$ cat config.mk
export PLATFORM = sky130hd
export DESIGN_NAME = arenaTop
export DESIGN_NICKNAME = d
export VERILOG_FILES = /design/src/design/arenaPkg.sv /design/src/design/keyLatch.sv /design/src/design/playerMover.sv /design/src/design/obstacleMover.sv /design/src/design/hitDetect.sv /design/src/design/arenaTop.sv
export VERILOG_INCLUDE_DIRS = /design/src /design/src/design
export SDC_FILE = /design/constraint.sdc
export NUM_CORES = 1
export LEC_CHECK = 0
export ABC_AREA = 1
export BUFFER_PORTS_ARGS = -buffer_cell sky130_fd_sc_hd__buf_2
export CORE_MARGIN = 5
export CORE_UTILIZATION = 45
export CTS_CLUSTER_DIAMETER = 150
export DETAILED_ROUTE_END_ITERATION = 6
export PLACE_DENSITY = 0.61
export SKIP_CTS_REPAIR_TIMING = 1
export SLEW_MARGIN = 20
export SYNTH_ARGS = -nofsm -noshare
export SYNTH_HDL_FRONTEND = slang
export SYNTH_SLANG_ARGS = --single-unit
$ cat constraint.sdc
create_clock -name frame_clk -period 3 [get_ports frame_clk]
set_input_delay 0.15 -clock frame_clk [delete_from_list [all_inputs] [get_ports frame_clk]]
set_output_delay 0.15 -clock frame_clk [all_outputs]
set_load 0.02 [all_outputs]
$ cat src/design/arena_cfg.svh
// Field bounds, object size, speeds, home positions and scan-code width
`ifndef ARENA_CFG_SVH
`define ARENA_CFG_SVH

// Playfield bounds in pixels, VGA 640x480
`define ARENA_X_MIN 10'd0
`define ARENA_X_MAX 10'd639
`define ARENA_Y_MIN 10'd0
`define ARENA_Y_MAX 10'd479

// Every square is 2*OBJ_HALF wide
`define OBJ_HALF 10'd16

// Pixels per frame
`define PLAYER_STEP 10'd1   // Keyboard-driven square
`define OBS_STEP 10'd2      // Obstacles after first bounce

// Player start point, left side of the field
`define PLAYER_HOME_X 10'd30
`define PLAYER_HOME_Y 10'd240

// Obstacle A starts low and left
`define OBS_A_HOME_X 10'd150
`define OBS_A_HOME_Y 10'd350

// Obstacle B starts at field centre
`define OBS_B_HOME_X 10'd320
`define OBS_B_HOME_Y 10'd240

// Keyboard scan code width
`define KEY_W 8

`endif

$ cat src/design/arenaPkg.sv
// Scan-code constants and the edge-bounce velocity function
`include "arena_cfg.svh"

package arenaPkg;

    // USB HID usage codes for the steering keys
    localparam logic [`KEY_W-1:0] keyUp    = 8'h1A;   // W
    localparam logic [`KEY_W-1:0] keyDown  = 8'h16;   // S
    localparam logic [`KEY_W-1:0] keyLeft  = 8'h04;   // A
    localparam logic [`KEY_W-1:0] keyRight = 8'h07;   // D
    localparam logic [`KEY_W-1:0] keyNone  = 8'h00;   // Key released

    // Velocity after edge check on one axis
    // Velocities are 10-bit two's complement
    function automatic logic [9:0] bounceVel
    (
        input logic [9:0] pos,
        input logic [9:0] vel,
        input logic [9:0] half,
        input logic [9:0] lo,
        input logic [9:0] hi,
        input logic [9:0] step
    );
        logic [9:0] result;
        result = vel;                           // Default keep direction
        if ((pos + half) >= hi)
        begin
            result = 10'd0 - step;              // Far edge, head back
        end
        else if (pos <= (lo + half))            // Same as pos-half <= lo, no wrap
        begin
            result = step;                      // Near edge, head out
        end
        return result;
    endfunction

endpackage

$ cat src/design/keyLatch.sv
// Four-phase req/ack receiver that holds the last accepted scan code
`timescale 1ns/1ps
`include "arena_cfg.svh"

module keyLatch
(
    input  logic              frame_clk,
    input  logic              arstN,
    input  logic              keyReq,     // Host request with code valid while high
    input  logic [`KEY_W-1:0] keyCode,
    output logic              keyAck,
    output logic [`KEY_W-1:0] heldKey     // Code steering the player
);

    // Two states only with keyAck itself as the state bit
    // Idle (ack low) waits for req and Acked (ack high) waits for req to drop

    logic takeCode;     // Request seen while idle
    logic releaseAck;   // Host done so return to idle

    assign takeCode   = keyReq && !keyAck;
    assign releaseAck = !keyReq && keyAck;

    always_ff @(posedge frame_clk or negedge arstN)
    begin
        if (!arstN)
        begin
            keyAck  <= 1'b0;
            heldKey <= arenaPkg::keyNone;   // Player parked until first key
        end
        else if (takeCode)
        begin
            keyAck  <= 1'b1;                // One cycle after req rises
            heldKey <= keyCode;             // Captured together with ack
        end
        else if (releaseAck)
        begin
            keyAck <= 1'b0;                 // One cycle after req falls
        end
    end

    // Ack only answers a live request
    ackRiseNeedsReq: assert property
    (
        @(posedge frame_clk) disable iff (!arstN)
        $rose(keyAck) |-> $past(keyReq)
    )
    else $error("keyAck rose without keyReq");

    // Ack holds until host withdraws
    ackFallNeedsNoReq: assert property
    (
        @(posedge frame_clk) disable iff (!arstN)
        $fell(keyAck) |-> !$past(keyReq)
    )
    else $error("keyAck fell while keyReq high");

endmodule

$ cat src/design/playerMover.sv
// Player square: key decode, edge bounce and position update
`timescale 1ns/1ps
`include "arena_cfg.svh"

module playerMover
(
    input  logic              frame_clk,
    input  logic              arstN,
    input  logic [`KEY_W-1:0] heldKey,
    input  logic              hit,        // Registered collision, send home
    output logic [9:0]        playerX,
    output logic [9:0]        playerY
);

    logic [9:0] velX;       // Two's complement pixels per frame
    logic [9:0] velY;
    logic [9:0] velXKey;    // After key decode
    logic [9:0] velYKey;
    logic [9:0] velXNext;   // After bounce
    logic [9:0] velYNext;

    // Key decode, one axis at a time
    always_comb
    begin
        velXKey = velX;     // Unknown code keeps direction
        velYKey = velY;
        case (heldKey)
            arenaPkg::keyUp:
            begin
                velXKey = 10'd0;
                velYKey = 10'd0 - `PLAYER_STEP;     // Screen Y grows downward
            end
            arenaPkg::keyDown:
            begin
                velXKey = 10'd0;
                velYKey = `PLAYER_STEP;
            end
            arenaPkg::keyLeft:
            begin
                velXKey = 10'd0 - `PLAYER_STEP;
                velYKey = 10'd0;
            end
            arenaPkg::keyRight:
            begin
                velXKey = `PLAYER_STEP;
                velYKey = 10'd0;
            end
            default:
            begin
                velXKey = velX;
                velYKey = velY;
            end
        endcase

        // Edges override the key
        velXNext = arenaPkg::bounceVel(playerX, velXKey, `OBJ_HALF,
                                       `ARENA_X_MIN, `ARENA_X_MAX, `PLAYER_STEP);
        velYNext = arenaPkg::bounceVel(playerY, velYKey, `OBJ_HALF,
                                       `ARENA_Y_MIN, `ARENA_Y_MAX, `PLAYER_STEP);
    end

    always_ff @(posedge frame_clk or negedge arstN)
    begin
        if (!arstN)
        begin
            playerX <= `PLAYER_HOME_X;
            playerY <= `PLAYER_HOME_Y;
            velX    <= 10'd0;
            velY    <= 10'd0;
        end
        else if (hit)
        begin
            playerX <= `PLAYER_HOME_X;      // Collision restart, standing still
            playerY <= `PLAYER_HOME_Y;
            velX    <= 10'd0;
            velY    <= 10'd0;
        end
        else if (heldKey == arenaPkg::keyNone)
        begin
            velX <= 10'd0;                  // Released, hold position
            velY <= 10'd0;
        end
        else
        begin
            velX    <= velXNext;
            velY    <= velYNext;
            playerX <= playerX + velXNext;  // Moves with the new velocity
            playerY <= playerY + velYNext;
        end
    end

    // Bounce keeps the square on screen, wrap would show as huge value
    playerInField: assert property
    (
        @(posedge frame_clk) disable iff (!arstN)
        (10'(playerX - `ARENA_X_MIN) <= 10'(`ARENA_X_MAX - `ARENA_X_MIN)) &&
        (10'(playerY - `ARENA_Y_MIN) <= 10'(`ARENA_Y_MAX - `ARENA_Y_MIN))
    )
    else $error("player left the field at (%0d,%0d)", playerX, playerY);

endmodule

$ cat src/design/obstacleMover.sv
// Free-bouncing obstacle square with its own home state
`timescale 1ns/1ps
`include "arena_cfg.svh"

module obstacleMover
#(
    parameter logic [9:0] homeX    = 10'd320,
    parameter logic [9:0] homeY    = 10'd240,
    parameter logic [9:0] homeVelX = 10'd1,    // Slow start, OBS_STEP after bounce
    parameter logic [9:0] homeVelY = 10'd0
)
(
    input  logic       frame_clk,
    input  logic       arstN,
    input  logic       hit,
    output logic [9:0] obsX,
    output logic [9:0] obsY
);

    logic [9:0] velX;
    logic [9:0] velY;
    logic [9:0] velXNext;
    logic [9:0] velYNext;

    // No steering, only the walls change direction
    assign velXNext = arenaPkg::bounceVel(obsX, velX, `OBJ_HALF,
                                          `ARENA_X_MIN, `ARENA_X_MAX, `OBS_STEP);
    assign velYNext = arenaPkg::bounceVel(obsY, velY, `OBJ_HALF,
                                          `ARENA_Y_MIN, `ARENA_Y_MAX, `OBS_STEP);

    always_ff @(posedge frame_clk or negedge arstN)
    begin
        if (!arstN)
        begin
            obsX <= homeX;
            obsY <= homeY;
            velX <= homeVelX;
            velY <= homeVelY;
        end
        else if (hit)
        begin
            obsX <= homeX;          // Restart with the player
            obsY <= homeY;
            velX <= homeVelX;
            velY <= homeVelY;
        end
        else
        begin
            velX <= velXNext;
            velY <= velYNext;
            obsX <= obsX + velXNext;
            obsY <= obsY + velYNext;
        end
    end

    // Speed bound per axis, both signs
    obsSpeedLimit: assert property
    (
        @(posedge frame_clk) disable iff (!arstN)
        ((velX <= `OBS_STEP) || (10'(10'd0 - velX) <= `OBS_STEP)) &&
        ((velY <= `OBS_STEP) || (10'(10'd0 - velY) <= `OBS_STEP))
    )
    else $error("obstacle velocity out of range (%0h,%0h)", velX, velY);

endmodule

$ cat src/design/hitDetect.sv
// Box-overlap test of the player against both obstacles, registered hit
`timescale 1ns/1ps
`include "arena_cfg.svh"

module hitDetect
(
    input  logic       frame_clk,
    input  logic       arstN,
    input  logic [9:0] playerX,
    input  logic [9:0] playerY,
    input  logic [9:0] obsAX,
    input  logic [9:0] obsAY,
    input  logic [9:0] obsBX,
    input  logic [9:0] obsBY,
    output logic       hit
);

    // Centre spacing at which squares meet
    localparam logic [9:0] touchDist = `OBJ_HALF + `OBJ_HALF;

    logic       overlapA;
    logic       overlapB;

    // Unsigned distance between two coordinates
    function automatic logic [9:0] absDiff(input logic [9:0] a, input logic [9:0] b);
        logic [9:0] d;
        d = (a >= b) ? (a - b) : (b - a);
        return d;
    endfunction

    // Both axes must be close for a touch
    assign overlapA = (absDiff(playerX, obsAX) < touchDist) &&
                      (absDiff(playerY, obsAY) < touchDist);
    assign overlapB = (absDiff(playerX, obsBX) < touchDist) &&
                      (absDiff(playerY, obsBY) < touchDist);

    always_ff @(posedge frame_clk or negedge arstN)
    begin
        if (!arstN)
        begin
            hit <= 1'b0;
        end
        else
        begin
            hit <= overlapA || overlapB;    // Movers react on the next edge
        end
    end

endmodule

$ cat src/design/arenaTop.sv
// Game engine top: key latch, player, two obstacles and hit detector
`timescale 1ns/1ps
`include "arena_cfg.svh"

module arenaTop
(
    input  logic              frame_clk,
    input  logic              arstN,
    input  logic              keyReq,
    input  logic [`KEY_W-1:0] keyCode,
    output logic              keyAck,
    output logic [9:0]        playerX,
    output logic [9:0]        playerY,
    output logic [9:0]        obsAX,
    output logic [9:0]        obsAY,
    output logic [9:0]        obsBX,
    output logic [9:0]        obsBY,
    output logic              hit
);

    logic [`KEY_W-1:0] heldKey;     // Latch to player

    // Input side
    keyLatch keyLatchInst (
        .frame_clk (frame_clk),
        .arstN     (arstN),
        .keyReq    (keyReq),
        .keyCode   (keyCode),
        .keyAck    (keyAck),
        .heldKey   (heldKey)
    );

    playerMover playerInst (
        .frame_clk (frame_clk),
        .arstN     (arstN),
        .heldKey   (heldKey),
        .hit       (hit),
        .playerX   (playerX),
        .playerY   (playerY)
    );

    // Drifts right first
    obstacleMover #(
        .homeX    (`OBS_A_HOME_X),
        .homeY    (`OBS_A_HOME_Y),
        .homeVelX (10'd1),
        .homeVelY (10'd0)
    ) obsA (
        .frame_clk (frame_clk),
        .arstN     (arstN),
        .hit       (hit),
        .obsX      (obsAX),
        .obsY      (obsAY)
    );

    // Drifts down first
    obstacleMover #(
        .homeX    (`OBS_B_HOME_X),
        .homeY    (`OBS_B_HOME_Y),
        .homeVelX (10'd0),
        .homeVelY (10'd1)
    ) obsB (
        .frame_clk (frame_clk),
        .arstN     (arstN),
        .hit       (hit),
        .obsX      (obsBX),
        .obsY      (obsBY)
    );

    // Output side, hit fans back to all movers
    hitDetect hitInst (
        .frame_clk (frame_clk),
        .arstN     (arstN),
        .playerX   (playerX),
        .playerY   (playerY),
        .obsAX     (obsAX),
        .obsAY     (obsAY),
        .obsBX     (obsBX),
        .obsBY     (obsBY),
        .hit       (hit)
    );

endmodule

Word-level counts from Yosys, hierarchy flattened
Cells that the tools add are included.
{"block": "classes", "add_sub_neg": 20, "n_mul": 0, "div": 0, "magnitude_cmp": 20, "n_eq_ne": 5, "shifts": 0, "mux": 36, "bitwise_logic": 0, "n_reduce_logical": 11}
{"operator": "two-way mux 10 bit", "count": 32}
{"operator": "subtractor 10 bit", "count": 8}
{"operator": "adder 10 bit", "count": 6}
{"operator": "adder 10 x 5 -> 10 bit, second input constant", "count": 6}
{"operator": "<= comparator 10 x 5 -> 1 bit, second input constant", "count": 6}
{"operator": "one-hot mux 10 bit (3 select lines)", "count": 2}
{"operator": ">= comparator 10 bit", "count": 4}
{"operator": "< comparator 10 x 6 -> 1 bit, second input constant", "count": 4}
{"operator": ">= comparator 10 bit, second input constant", "count": 3}
{"operator": ">= comparator 10 x 9 -> 1 bit, second input constant", "count": 3}
{"operator": "equality test 8 x 3 -> 1 bit, second input constant", "count": 2}
{"operator": "equality test 8 x 5 -> 1 bit, second input constant", "count": 2}
{"operator": "zero test 8 bit", "count": 1}
{"operator": "logical AND 1 bit", "count": 4}
{"operator": "OR reduction 2 bit", "count": 2}
{"operator": "zero test 1 bit", "count": 2}
{"operator": "two-way mux 1 bit", "count": 2}
{"operator": "!= test 2 x 1 -> 1 bit, second input constant", "count": 1}
{"operator": "nonzero test 2 bit", "count": 1}
{"operator": "logical OR 1 bit", "count": 1}
{"block": "totals", "register_bits": 130, "latchBits": 0, "ramBits": 0, "rom_bits": 0, "input_bits": 11, "output_inout_bits": 62, "elab_cells": 107, "memories": 0}

Depth between registers and ports, before layout
{"block": "depth", "word_depth": 8, "mapped_depth": 21, "mapped_depth_nobuf": 21}

Hierarchy
From an unflattened synthesis, not the netlist that was laid out.
{"block": "hier_totals", "cells_unflattened": 1843, "hier_area_um2": 12220.5}
{"module": "hitDetect", "n_inst": 1, "cells_each": 792, "area_each_um2": 3957.5, "seq_area_each_um2": 25.0}
{"module": "playerMover", "n_inst": 1, "cells_each": 382, "area_each_um2": 2925.3, "seq_area_each_um2": 1011.0}
{"module": "obstacleMover at obsA", "n_inst": 1, "cells_each": 319, "area_each_um2": 2512.4, "seq_area_each_um2": 1014.7}
{"module": "obstacleMover at obsB", "n_inst": 1, "cells_each": 309, "area_each_um2": 2463.6, "seq_area_each_um2": 1009.7}
{"module": "keyLatch", "n_inst": 1, "cells_each": 41, "area_each_um2": 361.6, "seq_area_each_um2": 225.2}

Worst setup path after synthesis
Ideal clock, no wire load.
{"block": "synth_timing", "path_kind": "register to register", "start": "reg playerInst.playerY[4]", "end": "reg playerInst.playerY[6]", "setup_ps": 78, "arrival_time_ps": 3077, "required_time_ps": 2922, "slack_ps": -154, "stages_incl_launch_ff": 18, "path_buffers": 0, "synth_period_minus_slack_ps": 3154, "cell_sequence": "dfstp_2 -> inv_1 -> ha_1 -> nor2_1 -> o21bai_1 -> a21oi_2 -> inv_2 -> a211oi_1 -> inv_1 -> ha_1 -> fa_1 -> nand3_1 -> nand2_1 -> a21oi_1 -> o21ai_0 -> xor2_1 -> o22ai_1 -> inv_1"}
{"block": "synth_between", "elab_chain_cells": 6, "elab_cells_between_ends": 8, "cone_classes": "add/sub (2); order compare (2); mux (4)"}
{"element": "from (decl)", "line": "playerMover.sv:12", "source": "output logic [9:0] playerY"}
{"element": "from (signal assigned)", "line": "playerMover.sv:67", "source": "playerY <= `PLAYER_HOME_Y;"}
{"element": "from (signal assigned)", "line": "playerMover.sv:74", "source": "playerY <= `PLAYER_HOME_Y;"}
{"element": "from (signal assigned)", "line": "playerMover.sv:88", "source": "playerY <= playerY + velYNext;"}
{"element": "adder 10 x 5 -> 10 bit / <= comparator 10 x 5 -> 1 bit (equally long branches)", "line": "arenaPkg.sv:26, arenaPkg.sv:30"}
{"element": ">= comparator 10 x 9 -> 1 bit / two-way mux 10 bit (equally long branches)", "line": "arenaPkg.sv:26, arenaPkg.sv:30"}
{"element": "two-way mux 10 bit", "line": "arenaPkg.sv:26", "source": "if ((pos + half) >= hi)"}
{"element": "adder 10 bit *", "line": "playerMover.sv:88"}
{"element": "two-way mux 10 bit *", "line": "playerMover.sv:78", "source": "else if (heldKey == arenaPkg::keyNone)"}
{"element": "two-way mux 10 bit *", "line": "playerMover.sv:71", "source": "else if (hit)"}
Mark *: on every way between the ends. The rest lies on a longest branch, timed or not. The select of a mux whose other input is x is not followed.
A chain may end at the register's enable or synchronous reset.

Worst setup path after layout
{"block": "layout_timing", "start": "reg obsA.obsY[4]", "end": "reg obsA.obsY[7]"}
{"block": "layout_between", "elab_chain_cells": 5, "elab_cells_between_ends": 7, "cone_classes": "add/sub (2); order compare (2); mux (3)"}
{"element": "from (decl)", "line": "obstacleMover.sv:17", "source": "output logic [9:0] obsY"}
{"element": "from (signal assigned)", "line": "obstacleMover.sv:36", "source": "obsY <= homeY;"}
{"element": "from (signal assigned)", "line": "obstacleMover.sv:43", "source": "obsY <= homeY;"}
{"element": "from (signal assigned)", "line": "obstacleMover.sv:52", "source": "obsY <= obsY + velYNext;"}
{"element": "adder 10 x 5 -> 10 bit / <= comparator 10 x 5 -> 1 bit (equally long branches)", "line": "arenaPkg.sv:26, arenaPkg.sv:30"}
{"element": ">= comparator 10 x 9 -> 1 bit / two-way mux 10 bit (equally long branches)", "line": "arenaPkg.sv:26, arenaPkg.sv:30"}
{"element": "two-way mux 10 bit", "line": "arenaPkg.sv:26"}
{"element": "adder 10 bit *", "line": "obstacleMover.sv:52"}
{"element": "two-way mux 10 bit *", "line": "obstacleMover.sv:40", "source": "else if (hit)"}
Mark *: on every way between the ends. The rest lies on a longest branch, timed or not.

==> flow_metrics.py <==
metrics = {
    "clock_tree": {
        "cts_made_buffers": 17,
        "clk-insertion-delay-late_ns": 0.43,
        "htreeDepth": 4,
        "clockRootBuffer": "clkbuf_16",
        "numClockSinks": 130,
        "path_clk_slew_ns": 0.07,
        "cts_tree": "yes",
        "cts_max_path_buffers": 2,
    },
    "placement": {
        "gp_congestion": 0.994,
        "portBuffers": 72,
        "dp_hpwl_um": 26900,
        "dp.cells": 2257,
    },
    "layout": {
        "syn2layout_area_growth_pct": 24.3,
        "fin_cells": 2321,
        "antenna_cells": 0,
        "fin_nets": 2133,
        "final_layout_size_suffix_gt1_share_pct": 19.8,
    },
    "drt": {
        "wl_met3_um": 1370,
        "via_per_inst": 5.14,
        "dr.max_layer_used": "met4",
        "drt_wl_total_um": 35300,
        "ant_nets": 0,
        "met1_length_um": 16200,
        "first_pass_iters": 6,
        "drt-initial-drc-count": 721,
        "num_vias": 11900,
        "wl_met2_um": 16900,
        "wire_per_inst_um": 15.2,
        "drc": 0,
    },
    "worst_setup_path": {
        "cp.arrival_ns": 3.33,
        "critPathRequiredTime_ns": 3.35,
        "critPathKind": "reg2reg",
        "end_kind": "flip-flop",
        "crit_path_start_kind": "flip-flop",
        "path_max_fanout": 6,
    },
    "floorplan": {
        "start_util_pct": 45.5,
        "core_mm2": 0.0259,
        "io_pins": 73,
        "die-height_um": 172,
        "die-area_mm2": 0.0295,
        "die_w_um": 172,
        "row_count": 59,
    },
    "global_routing": {
        "grt_first_pass_wirelength_um": 56600,
        "grt_max_degree": 62,
        "antenna_found_initial": 0,
        "globalRouteTotalUtil_pct": 23.8,
        "grt_pass1_vias": 11600,
        "grt_overflow": 0,
    },
    "logic_synthesis": {
        "synthArstFlopShare_pct": 100,
        "synthCells": 1774,
        "synth_largest_area_cell": "dfrtp_1",
        "synthTopCellsByArea": "dfrtp_1 (22%), nand2_1 (18%), ha_1 (15%), inv_1 (9.1%), dfstp_2 (5.8%)",
        "syn_area_mm2": 0.0118,
        "ys_ff_latch": 130,
        "synth-warning-count": 0,
        "seq_area_frac_synth_pct": 27.9,
        "synth_nets": 1934,
        "synth_top_flop_cell": "dfrtp_1",
        "syn_avg_cell_area_um2": 6.65,
        "yosys.cell_types.count": 51,
        "synth-edff-count": 0,
        "synth_top_cell_area_share_pct": 22.1,
    },
    "worst_hold_path": {
        "holdCritPathClass": "in2reg",
    },
    "run": {
        "cap_violations": 0,
    },
    "run_status": {
        "violations": "negative hold slack",
        "status": "finished, violations left",
    },
    "pwr": {
        "leakagePower_nw": 8.05,
        "power.density_mw_per_mm2": 1200,
        "vdd_drop_max_mv": 0.737,
    },
    "timing": {
        "maxSlewHeadroom_pct": 59.6,
        "fin_setup_tns_ns": 0,
        "fmax_mhz": 335,
        "worst_slew_pin_slew_ns": 0.606,
        "rsz0062_at_grt": "yes",
        "final-setup-viol-count": 0,
        "timing.final.crit_share_pct": 99.4,
        "period_needed_ns": 2.98,
        "drv_slew": 0,
        "hold_ws_ns": -0.0341,
        "final_hold_viol_count": 1,
        "skew_ns": 0.0144,
    },
}
[per-layer routing]
layer / vias to the layer above / track usage (%)
met5: - / 0
met4: 0 / 6.29
met3: 62 / 3.70
met2: 262 / 41.2
met1: 5550 / 31.0
li1: 6066 / -
[cell type report]
cell class              count  area (um^2)
clock inverters            11          156
inverters                 293         1110
fillers                  2526        11300
flip-flops and latches    130         3290
repair buffers            202         1400
well taps                 335          419
clock buffers              21          460
multi-input cells        1329         7820
[critical path, stage by stage (launching register included)]
cell	delay, ns
dfstp_2	0.60
nand3_2	0.10
nor2_2	0.15
nand2_1	0.08
xor2_1	0.20
nand2_1	0.10
inv_2	0.07
nand2_2	0.06
buf_4	0.13
buf_4	0.13
nor2_4	0.12
inv_1	0.06
ha_1	0.29
nand3_1	0.10
nand2_2	0.08
a31oi_2	0.15
nor2_1	0.06
o22ai_1	0.16
o21ai_0	0.10
a21oi_1	0.17
[cells in the mapped netlist, types with 11 or more instances]
library cell / number
a21oi_1: 127
clkbuf_1: 11
dfrtp_1: 104
dfstp_2: 26
ha_1: 143
inv_1: 285
nand2_1: 573
nand2_2: 12
nand3_1: 116
nand4_1: 23
nor2_1: 128
nor3_1: 22
o21ai_0: 55
o21bai_1: 13
xor2_1: 21
[worst paths after layout]
path                                    start                 endpoint  slack, ns  cells after the start
setup / recovery                 obsA.obsY[4]             obsA.obsY[7]       0.02                     19
hold / removal                     keyCode[2]  keyLatchInst.heldKey[2]      -0.03                      3
setup reg to reg                 obsA.obsY[4]             obsA.obsY[7]       0.02                     19
hold reg to reg            playerInst.velY[0]       playerInst.velY[0]       0.51                      2
max in group asynchronous               arstN             obsB.obsY[6]       1.94                      3
min in group asynchronous               arstN      keyLatchInst.keyAck       0.27                      2
[sequential cells by signal, summed over array words and instances, names as in the netlist]
register	cells
hitInst.hit	1
keyLatchInst.heldKey	8
keyLatchInst.keyAck	1
obsA.obsX	10
obsA.obsY	10
obsA.velX	10
obsA.velY	10
obsB.obsX	10
obsB.obsY	10
obsB.velX	10
obsB.velY	10
playerInst.playerX	10
playerInst.playerY	10
playerInst.velX	10
playerInst.velY	10
[where the power goes]
part | internal [mW] | switching [mW]
Clock | 1.36 | 0.885
Combinational | 4.85 | 7.63
Sequential | 2.38 | 0.549
[through the flow]
step	utilization [%]	cell area [um^2]	power, mW	setup slack (ns)
6_report	56.5	14700	17.6	0.0178
5_1_grt	56.5	14700	19.4	-0.158
4_1_cts	53.5	13900	16.6	-0.125
3_5_place_dp	51.1	13200	14.3	-0.118
3_3_place_gp	51.1	13200	14.1	-0.0541
2_1_floorplan	-	11800	10.8	0.0195
[cell families after synthesis]
kind of cell,count (synthesis),synth area share (%)
buffers and inverters,315,10.2
multiplexers,2,0.191
AND/OR/NAND/NOR,900,31.5
AO/OA/AOI/OAI,249,11.9
XOR/XNOR,29,2.15
adder cells (fa/ha/maj),149,16.2
flip-flops,130,27.9
[layout by cell type, fill, tap and decap left out, types with 27 or more instances in the layout]
master / n
ha_1: 124
inv_1: 276
dfrtp_1: 102
buf_4: 116
nor2_1: 117
buf_2: 71
a21oi_1: 102
a21oi_2: 27
nand3_1: 109
o21ai_0: 42
nand2_1: 566
Note: power is estimated with default switching activity, not from simulation.
